`src/design/vec_pe_defines.svh`:
```
`ifndef VEC_PE_DEFINES_SVH
`define VEC_PE_DEFINES_SVH

// data word width, integer lanes wrap mod 2^32
`define PE_DWIDTH 32

// input beat to output beat, same for every op
`define PE_LATENCY 8

// multiply half and add half share the latency evenly
`define PE_HALF (`PE_LATENCY / 2)

`endif

```
`src/design/vec_pe_pkg.sv`:
```
`include "vec_pe_defines.svh"

package vec_pe_pkg;

    // per-beat operation code
    // codes 5..7 are not named and fall through to the NOP path
    typedef enum logic [2:0] {
        ADD  = 3'd0, // a + b
        ACC  = 3'd1, // b + c, first beat may be skipped
        MUL  = 3'd2, // a * b, low word kept
        MACC = 3'd3, // a * b + c
        NOP  = 3'd4  // a passed through
    } pe_op_e;

    // one stream beat, last and valid ride along with the word
    typedef struct packed {
        logic                  last;
        logic                  valid;
        logic [`PE_DWIDTH-1:0] data;
    } pe_beat_t;

endpackage

```
`src/design/pe_adder.sv`:
```
`timescale 1ns/1ps
`include "vec_pe_defines.svh"

// integer adder on the second half of the pipe
// operands arrive aligned with the multiplier result
module pe_adder (
    input  logic                 clk,
    input  logic                 i_reset,
    input  vec_pe_pkg::pe_op_e   i_op,     // op delayed by PE_HALF
    input  logic                 i_skip_d, // skip delayed by PE_HALF
    input  vec_pe_pkg::pe_beat_t i_a_d,
    input  vec_pe_pkg::pe_beat_t i_b_d,
    input  vec_pe_pkg::pe_beat_t i_c_d,
    input  vec_pe_pkg::pe_beat_t i_mul,
    output vec_pe_pkg::pe_beat_t o_add
);

    import vec_pe_pkg::*;

    logic [`PE_DWIDTH-1:0] opnd_x;
    logic [`PE_DWIDTH-1:0] opnd_y;
    logic                  sel_valid;
    logic                  sel_last;
    pe_beat_t              sum_q; // first add stage

    // operand and strobe choice by the aligned op
    always_comb begin
        opnd_x    = i_a_d.data;
        opnd_y    = i_b_d.data;
        sel_last  = i_a_d.last;
        sel_valid = 1'b0; // MUL, NOP and spare codes never use the adder
        case (i_op)
            ADD: begin
                sel_valid = i_a_d.valid & i_b_d.valid;
            end
            ACC: begin
                opnd_x    = i_b_d.data;
                opnd_y    = i_c_d.data;
                // skip drops the leading beat, c is valid once the pipe has filled
                sel_valid = i_a_d.valid & i_b_d.valid & i_c_d.valid & ~i_skip_d;
            end
            MACC: begin
                opnd_x    = i_mul.data;
                opnd_y    = i_c_d.data;
                sel_valid = i_mul.valid & i_c_d.valid; // product already gated
                sel_last  = i_mul.last;
            end
            default: begin
            end
        endcase
    end

    always_ff @(posedge clk) begin
        if (i_reset) begin
            sum_q <= '0;
        end else begin
            sum_q.valid <= sel_valid;
            sum_q.last  <= sel_last;
            sum_q.data  <= opnd_x + opnd_y; // wraps mod 2^32
        end
    end

    // rest of the add half
    stage_delay #(
        .T     (pe_beat_t),
        .DEPTH (`PE_HALF - 1)
    ) u_sum_pipe (
        .clk     (clk),
        .i_reset (i_reset),
        .i_in    (sum_q),
        .o_out   (o_add)
    );

endmodule

```
`src/design/pe_multiplier.sv`:
```
`timescale 1ns/1ps
`include "vec_pe_defines.svh"

// integer multiplier, PE_HALF cycles from operands to product
module pe_multiplier (
    input  logic                 clk,
    input  logic                 i_reset,
    input  vec_pe_pkg::pe_op_e   i_op,
    input  vec_pe_pkg::pe_beat_t i_a,
    input  vec_pe_pkg::pe_beat_t i_b,
    output vec_pe_pkg::pe_beat_t o_mul
);

    import vec_pe_pkg::*;

    logic                  mul_en;   // beat belongs to the mul path
    pe_beat_t              a_q;      // stage 1, carries valid/last
    logic [`PE_DWIDTH-1:0] b_data_q; // stage 1, second operand
    pe_beat_t              prod_q;   // stage 2, product

    assign mul_en = (i_op == MUL) || (i_op == MACC);

    // stage 1 registers the operands
    always_ff @(posedge clk) begin
        if (i_reset) begin
            a_q      <= '0;
            b_data_q <= '0;
        end else begin
            a_q.valid <= i_a.valid & i_b.valid & mul_en; // both operands needed
            a_q.last  <= i_a.last;                       // already or'ed by the top
            a_q.data  <= i_a.data;
            b_data_q  <= i_b.data;
        end
    end

    // stage 2 multiplies, upper half of the product is dropped
    always_ff @(posedge clk) begin
        if (i_reset) begin
            prod_q <= '0;
        end else begin
            prod_q.valid <= a_q.valid;
            prod_q.last  <= a_q.last;
            prod_q.data  <= a_q.data * b_data_q; // 32-bit context, wraps
        end
    end

    // remaining stages just carry the result
    stage_delay #(
        .T     (pe_beat_t),
        .DEPTH (`PE_HALF - 2)
    ) u_tail (
        .clk     (clk),
        .i_reset (i_reset),
        .i_in    (prod_q),
        .o_out   (o_mul)
    );

endmodule

```
`src/design/pe_output_stage.sv`:
```
`timescale 1ns/1ps
`include "vec_pe_defines.svh"

// brings mul and bypass up to full latency, then picks the result
module pe_output_stage (
    input  logic                 clk,
    input  logic                 i_reset,
    input  vec_pe_pkg::pe_op_e   i_op_d,   // half-delayed op
    input  vec_pe_pkg::pe_beat_t i_add,    // already at full latency
    input  vec_pe_pkg::pe_beat_t i_mul,    // half latency
    input  vec_pe_pkg::pe_beat_t i_bypass, // half-delayed beat a
    output vec_pe_pkg::pe_beat_t o_beat
);

    import vec_pe_pkg::*;

    pe_op_e   op_dd;    // fully delayed op
    pe_beat_t mul_d;
    pe_beat_t bypass_d;

    stage_delay #(.T(pe_op_e), .DEPTH(`PE_HALF)) u_op_delay (
        .clk     (clk),
        .i_reset (i_reset),
        .i_in    (i_op_d),
        .o_out   (op_dd)
    );

    stage_delay #(.T(pe_beat_t), .DEPTH(`PE_HALF)) u_mul_delay (
        .clk     (clk),
        .i_reset (i_reset),
        .i_in    (i_mul),
        .o_out   (mul_d)
    );

    stage_delay #(.T(pe_beat_t), .DEPTH(`PE_HALF)) u_bypass_delay (
        .clk     (clk),
        .i_reset (i_reset),
        .i_in    (i_bypass),
        .o_out   (bypass_d)
    );

    // plain mux, no register on the add path
    always_comb begin
        case (op_dd)
            ADD, ACC, MACC: o_beat = i_add;
            MUL:            o_beat = mul_d;
            default:        o_beat = bypass_d; // NOP and codes 5..7
        endcase
    end

endmodule

```
`src/design/stage_delay.sv`:
```
`timescale 1ns/1ps

// fixed-depth shift register, payload type set per instance
module stage_delay #(
    parameter type T     = logic,
    parameter int  DEPTH = 1
) (
    input  logic clk,
    input  logic i_reset,
    input  T     i_in,
    output T     o_out
);

    T pipe [DEPTH]; // pipe[0] is the youngest entry

    always_ff @(posedge clk) begin
        if (i_reset) begin
            for (int i = 0; i < DEPTH; i++) begin
                pipe[i] <= T'(0); // flush, clears valid bits in beat payloads
            end
        end else begin
            pipe[0] <= i_in;
            for (int i = 1; i < DEPTH; i++) begin
                pipe[i] <= pipe[i-1];
            end
        end
    end

    assign o_out = pipe[DEPTH-1]; // exactly DEPTH edges after i_in

endmodule

```
`src/design/vec_pe_top.sv`:
```
`timescale 1ns/1ps
`include "vec_pe_defines.svh"

// vector PE, one beat per cycle in, result PE_LATENCY cycles later
module vec_pe_top (
    input  logic                  clk,
    input  logic                  i_reset,
    input  logic [`PE_DWIDTH-1:0] i_a,
    input  logic [`PE_DWIDTH-1:0] i_b,
    input  logic [`PE_DWIDTH-1:0] i_c,
    input  logic                  i_valid_a,
    input  logic                  i_valid_b,
    input  logic                  i_last_a,
    input  logic                  i_last_b,
    input  logic                  i_skip,
    input  vec_pe_pkg::pe_op_e    i_op,
    output logic [`PE_DWIDTH-1:0] o_data,
    output logic                  o_valid,
    output logic                  o_last
);

    import vec_pe_pkg::*;

    pe_beat_t beat_a, beat_b, beat_c;
    pe_beat_t a_d, b_d, c_d;          // aligned with mul_beat
    pe_op_e   op_d;
    logic     skip_d;
    pe_beat_t mul_beat, add_beat, out_beat;

    assign beat_a = '{last: i_last_a | i_last_b, valid: i_valid_a, data: i_a}; // last of either stream
    assign beat_b = '{last: 1'b0, valid: i_valid_b, data: i_b};
    assign beat_c = '{last: 1'b0, valid: 1'b1, data: i_c};                     // c is always valid

    // half-latency copies for the add half
    stage_delay #(.T(pe_beat_t), .DEPTH(`PE_HALF)) u_a_delay (clk, i_reset, beat_a, a_d);
    stage_delay #(.T(pe_beat_t), .DEPTH(`PE_HALF)) u_b_delay (clk, i_reset, beat_b, b_d);
    stage_delay #(.T(pe_beat_t), .DEPTH(`PE_HALF)) u_c_delay (clk, i_reset, beat_c, c_d);
    stage_delay #(.T(pe_op_e), .DEPTH(`PE_HALF)) u_op_delay (clk, i_reset, i_op, op_d);
    stage_delay #(.T(logic), .DEPTH(`PE_HALF)) u_skip_delay (clk, i_reset, i_skip, skip_d);

    pe_multiplier u_mul (
        .clk (clk), .i_reset (i_reset), .i_op (i_op),
        .i_a (beat_a), .i_b (beat_b), .o_mul (mul_beat)
    );

    pe_adder u_add (
        .clk (clk), .i_reset (i_reset), .i_op (op_d), .i_skip_d (skip_d),
        .i_a_d (a_d), .i_b_d (b_d), .i_c_d (c_d), .i_mul (mul_beat), .o_add (add_beat)
    );

    pe_output_stage u_out (
        .clk (clk), .i_reset (i_reset), .i_op_d (op_d), .i_add (add_beat),
        .i_mul (mul_beat), .i_bypass (a_d), .o_beat (out_beat)
    );

    assign o_data  = out_beat.data;
    assign o_valid = out_beat.valid;
    assign o_last  = out_beat.last;

endmodule

```
`config.mk`:
```
export PLATFORM = sky130hd
export DESIGN_NAME = vec_pe_top
export DESIGN_NICKNAME = d
export VERILOG_FILES = /design/src/design/vec_pe_pkg.sv /design/src/design/pe_adder.sv /design/src/design/pe_multiplier.sv /design/src/design/pe_output_stage.sv /design/src/design/stage_delay.sv /design/src/design/vec_pe_top.sv
export VERILOG_INCLUDE_DIRS = /design/src /design/src/design
export SDC_FILE = /design/constraint.sdc
export NUM_CORES = 2
export LEC_CHECK = 0
export ABC_CLOCK_PERIOD_IN_PS = 7600
export BUFFER_PORTS_ARGS = -buffer_cell sky130_fd_sc_hd__buf_2
export CAP_MARGIN = 20
export CORE_ASPECT_RATIO = 1.75
export CORE_UTILIZATION = 50
export DETAILED_ROUTE_END_ITERATION = 12
export PLACE_DENSITY = 0.66
export SLEW_MARGIN = 20
export SYNTH_ARGS = -nofsm -noshare
export SYNTH_HDL_FRONTEND = slang
export SYNTH_SLANG_ARGS = --single-unit
```
`constraint.sdc`:
```
create_clock -name clk -period 7.6 [get_ports clk]
set_clock_uncertainty 0.1 [all_clocks]
set_input_delay 0.38 -clock clk [delete_from_list [all_inputs] [get_ports clk]]
set_output_delay 0.38 -clock clk [all_outputs]
set_load 0.05 [all_outputs]
```
## Word-level counts from Yosys, hierarchy flattened

Memory sizes are Yosys's and may differ from the RTL's.
Index checks and enable logic that the tools add are counted.

- Reduce and logical (&&, ||, !) cells: 5
- $add $sub $neg: 1
- Eq/ne operators: 7
- Multiply operators: 1
- Multiplexer cells: 45
- Bitwise gates (word level): 45

Operators by type and width:

| operator | number |
|---|---|
| 34-bit two-way mux | 25 |
| 34-bit case mux with 2 select lines | 1 |
| 32-bit case mux with 2 select lines | 1 |
| 1-bit OR | 38 |
| 32-bit adder | 1 |
| 32-bit by 32-bit multiplier with 32-bit output | 1 |
| 32-bit two-way mux | 1 |
| 3-bit two-way mux | 8 |
| 3-bit by 2-bit equality test with 1-bit output (second input constant) | 5 |
| 1-bit two-way mux | 8 |
| 1-bit bitwise AND | 6 |
| 3-bit by 1-bit equality test with 1-bit output (second input constant) | 2 |
| 3-bit logical NOT | 2 |
| 1-bit case mux with 3 select lines | 1 |
| 3-bit OR reduction | 1 |
| 2-bit OR reduction | 1 |
| 1-bit logical OR | 1 |
| 1-bit NOT | 1 |

- Register bits after elaboration: 134
- Input port bits: 106
- Memory bits (writable): 878
- Word-level logic and storage cells: 124
- Output and inout bits: 34
- Memories kept: 10

Memories:

| memory | words | width | read ports | clocked after Yosys merged registers in | write ports | RTL line | source |
|---|---|---|---|---|---|---|---|
| u_a_delay.pipe | 4 | 34 | 4 | 0 | 4 | stage_delay.sv:14 | `T pipe [DEPTH];` |
| u_b_delay.pipe | 4 | 34 | 4 | 0 | 4 | stage_delay.sv:14 |  |
| u_c_delay.pipe | 4 | 34 | 4 | 0 | 4 | stage_delay.sv:14 |  |
| u_out.u_bypass_delay.pipe | 4 | 34 | 4 | 0 | 4 | stage_delay.sv:14 |  |
| u_out.u_mul_delay.pipe | 4 | 34 | 4 | 0 | 4 | stage_delay.sv:14 |  |
| u_add.u_sum_pipe.pipe | 3 | 34 | 3 | 0 | 3 | stage_delay.sv:14 |  |
| 4 more memories | -- | -- | -- | -- | -- | -- |  |

## Longest topological paths before layout

An unclocked memory read counts as a cell.

- Depth after elaboration: 5
- Mapped depth: 26
- Mapped depth without buffers: 24

## Modules after synthesis

Synthesis repeated with hierarchy kept, for this count alone.

- Cell total of the unflattened synthesis: 4546
- Area total of the unflattened synthesis: 47922.2 um^2

By module, submodules not included:

| module | cells each | times used | seq. area each (um^2) | area an instance (um^2) |
|---|---|---|---|---|
| pe_multiplier | 1926 | 1 | 2001.9 | 18489.0 |
| stage_delay at u_a_delay ... | 287 | 5 | 2722.6 | 3679.8 |
| pe_adder | 541 | 1 | 680.7 | 3798.6 |
| stage_delay at u_add.u_sum_pipe | 249 | 1 | 2042.0 | 2996.6 |
| stage_delay at u_mul.u_tail | 177 | 1 | 1361.3 | 2092.0 |
| pe_output_stage | 157 | 1 | 0.0 | 1295.0 |
| stage_delay at u_op_delay ... | 25 | 2 | 240.2 | 366.6 |
| stage_delay at u_skip_delay | 8 | 1 | 80.1 | 105.1 |
| vec_pe_top | 3 | 1 | 0.0 | 13.8 |

## Least setup slack after synthesis

OpenSTA, ideal clock, no wires.

- Path kind: register -> register
- From: reg u_mul.b_data_q[3]
- To: reg u_mul.prod_q[31] in the netlist's numbering
- Stages on the path, launching flop included: 24
- Period minus slack after synthesis: 6.912 ns
- Arrival time: 6.742 ns
- Path buffers: 3
- Library setup time: 0.071 ns
- Setup slack: 0.688 ns
- Required time: 7.429 ns
- Cell sequence: dfxtp_1 clkbuf_1 clkbuf_1 nand2_1 fa_1 fa_1 fa_1 fa_1 inv_1 fa_1 inv_1 fa_1 fa_1 fa_1 inv_1 ha_1 clkbuf_1 nand3_1 or3_1 o21ai_0 o41ai_2 a211oi_1 or4_1 a21oi_1

- Word-level cells in the longest chain between the ends: 1

Ends and longest elaborated chain:

| element | RTL line | source |
|---|---|---|
| from (decl) | pe_multiplier.sv:18 | `` logic [`PE_DWIDTH-1:0] b_data_q; `` |
| from (signal assigned) | pe_multiplier.sv:32 | `b_data_q <= i_b.data;` |
| 32-bit by 32-bit multiplier with 32-bit output | pe_multiplier.sv:43 | `prod_q.data <= a_q.data * b_data_q;` |
| to (decl) | pe_multiplier.sv:19 | `pe_beat_t prod_q;` |

Every way passes these cells.
A chain may end at the register's enable or synchronous reset.

## Final worst setup path

- From: reg u_mul.b_data_q[10]
- To: reg u_mul.prod_q[31] in the netlist's numbering

Same word-level chain as after synthesis.

==> run summary <==
Cells after synthesis: 4222
Die area: 88800 um2
CTS Buf Count: 79
Utilization after layout: 57.3%
Most common cell after layout, fill and taps aside: dfxtp_1
Mapped Nets: 4891
Minimum clock period: 7.35 ns
Setup CP Type: flip-flop to flip-flop
CTS sink cnt: 932
Row cnt: 143
Post-synth EDFFs: 0
Slew Viols, Final: 0
Power Dens Cells: 251 nW/um2
Most frequent cells in the layout: dfxtp_1, nor2b_1, inv_1, fa_1, nand2_1
Congestion Overflow GR: 0
Hold Worst Slack: 0.315 ns
Rel. slew slack: 35.3%
Post-Route WL: 98600 um
Main synth FF type: dfxtp_1
Syn. warnings: 0
First-pass GRT wire length: 154000 um
Die W: 226 um
Clock buffer depth: 3
Critical Path AT: 7.81 ns
Setup crit end kind: flip-flop
Total GRT Usage: 22.9%
Root buffer cell: clkbuf_16
Lkg Pwr: 22.0 nW
Per-cell routed wire length: 17.5 um
RSZ-0062 raised after global routing: no
Post-CTS setup buffers: 0
P_int: 0.00880 W
First-pass DRT Iterations: 5
Remaining DRCs: 0
Worst path slowest cell: dfxtp_1
Worst-path clk slew: 0.07 ns
Status: completed
Gpl congestion: 0.911
Hold Crit Class: flip-flop to flip-flop
Layout cells sized above 1: 9.25%
Initial core utilization: 50.5%
Crit path top cell by count: fa_1
VDD IR-drop max: 167 uV
Layout area overhead: 13.6%
Core Region: 86800 um2
DRC violation total after the first TritonRoute iteration: 1105
Comb power frac: 25.3%
Max Clk Rate: 136 MHz
Vias per inst: 4.76
Worst path cell trace: and2_1 -> fa_1 -> fa_1 -> fa_1 -> inv_1 -> fa_1 -> inv_1 -> fa_1 -> fa_1 -> fa_1 -> fa_1 -> ha_1 -> nand3_1 -> or3_1 -> o21ai_0 -> o41ai_2 -> a211oi_1 -> or4_1 -> a21oi_1
Die height: 394 um
Worst-path maximum fanout: 14
CP delay by family, top: adder cells
Synth unique cells: 64
P_sw: 0.00368 W
Worst-Margin Slew: 0.970 ns
Clock Power Share: 33.0%
PortBufs: 139
Seq pwr share: 41.8%
Final hold violations: 0
Asr flop ratio synth: 0%
Switching Share: 29.5%
Period utilisation layout: 96.7%
Crit path buf inv count: 2
Crit path launch: u_mul.b_data_q[10]
MaxCap Viol Count: 0
Required @ worst endpoint: 8.07 ns
# IOs: 140
Setup Viol. Count Final: 0
Vias in the first global route: 27900
Register area share after synthesis: 42.6%
Mapped cell area: 43800 um2
Mean Syn Cell Area: 10.4 um2
DPL Wire Length: 75700 um
CTS tree: done
Setup tns final: 0 ns
Largest net degree at the start of global routing: 228
Clock Latency Late Sink: 0.68 ns
Initial antenna violation count: 0
Htree depth: 3
Source of the worst hold timing path: u_b_delay.pipe[2][26]
Nets: 5087
Startpoint Class: flip-flop
#FFs+latches synth: 932
R2r startpoint: u_mul.b_data_q[10]
CP peak stage delay: 0.72 ns
Routed Antenna Nets: 0
DR vias: 26800
worst paths after layout:
check / slack, ns / depth (start not counted) / to
worst min register to register: 0.32 / 1 / u_b_delay.pipe[3][26]
worst max-delay path: 0.25 / 19 / u_mul.prod_q[31]
worst max register to register: 0.25 / 19 / u_mul.prod_q[31]
worst min-delay path: 0.32 / 1 / u_b_delay.pipe[3][26]
synth_stat cells, types with 3 or more instances:
cell | number | share of area (%)
nand2_1 | 374 | 3.2
dfxtp_1 | 932 | 43
or4_1 | 3 | 0.051
xor2_1 | 26 | 0.52
a31oi_1 | 8 | 0.11
nand4_1 | 4 | 0.057
nor2b_1 | 876 | 13
a21o_1 | 28 | 0.48
nor2_1 | 77 | 0.66
mux2i_1 | 65 | 1.5
and3_1 | 8 | 0.11
mux2_2 | 35 | 0.90
buf_2 | 5 | 0.057
inv_1 | 422 | 3.6
ha_1 | 154 | 4.4
buf_1 | 8 | 0.069
o2111ai_1 | 3 | 0.060
and2_1 | 248 | 3.5
clkbuf_1 | 210 | 1.8
o211ai_1 | 5 | 0.086
nor3_1 | 19 | 0.22
or3_1 | 7 | 0.10
o21bai_1 | 8 | 0.14
o21ai_0 | 93 | 1.1
nand3_1 | 14 | 0.16
o21a_1 | 10 | 0.17
nand2b_1 | 4 | 0.057
a211oi_1 | 8 | 0.14
o31ai_1 | 5 | 0.086
a21oi_1 | 43 | 0.49
fa_1 | 409 | 19
xnor2_1 | 69 | 1.4
power by group through the flow:
stage,combinational [W],sequential [W],clock (W)
finish,0.00315,0.00521,0.00411
global route,0.00352,0.00523,0.00444
CTS,0.00317,0.00521,0.00423
detailed placement,0.00310,0.00532,0
global placement,0.00305,0.00532,0
floorplan,0.00223,0.00524,0
state kept, by name, summed over array words and instances, names as in the netlist, 32 cells and up:
signal and count:
u_out.u_bypass_delay.pipe 134, u_out.u_mul_delay.pipe 134, u_c_delay.pipe 132, u_a_delay.pipe 104, u_add.u_sum_pipe.pipe 102, u_b_delay.pipe 101, u_mul.u_tail.pipe 67, u_add.sum_q 34
u_mul.prod_q 33, u_mul.a_q 32
through the flow:
stage | cell area [um2] | power (W) | setup WS (ns) | instances
after floorplan | 43800 | 0.00748 | 0.688 | 4222
after global placement | 45900 | 0.00837 | 0.213 | 5382
after detailed placement | 45900 | 0.00843 | 0.0881 | 5382
after CTS | 49700 | 0.0126 | 0.0407 | 5638
after global routing | 49700 | 0.0132 | 0.0202 | 5638
final | 49800 | 0.0125 | 0.253 | 5640
per-layer routing:
| metal | global-route usage [%] | wire length (um) |
|---|---|---|
| met5 | 0 | 0 |
| met4 | 12.5 | 5590 |
| met3 | 2.85 | 3130 |
| met2 | 43.6 | 53500 |
| met1 | 24.0 | 36300 |
worst reg2reg max path, cell delays in order, from the launching register on:
cell	delay, ns
dfxtp_1	0.72
and2_1	0.35
fa_1	0.50
fa_1	0.45
fa_1	0.48
inv_1	0.05
fa_1	0.48
inv_1	0.05
fa_1	0.49
fa_1	0.58
fa_1	0.43
fa_1	0.45
ha_1	0.39
nand3_1	0.20
or3_1	0.13
o21ai_0	0.17
o41ai_2	0.46
a211oi_1	0.19
or4_1	0.42
a21oi_1	0.14
what timing repair did:
action | 4_1_cts | 5_1_grt
hold buffers | 115 | 0
hold endpoints to repair | 116 | 0
gates resized for setup | 0 | 12
endpoints found under the setup margin | 0 | 4
logic make-up (layout without fill, tap and decap cells):
kind of cell               Yosys count  count (layout)  share of synthesized area (%)
and+or+nand+nor                   1648            1648                           21.0
DFF                                932             932                           42.6
buffers and inverters              648             904                           5.59
adders and majority gates          563             563                           23.1
AOI/OAI and AO/OA                  233             233                           3.36
muxes                              100             100                           2.39
xor gates and xnor gates            98              98                           2.03
other                                0               2                              0
area by class of cell:
class / count / area (um2)
clock buffers: 113 / 2280
multi-input cells: 2642 / 22700
fillers: 7531 / 37000
diodes: 2 / 5.00
inverters: 423 / 1590
well taps: 1160 / 1450
clock inverters: 28 / 437
repair buffers: 340 / 2600
flip-flops and latches: 932 / 18700
(Power assumes the default switching activity.)
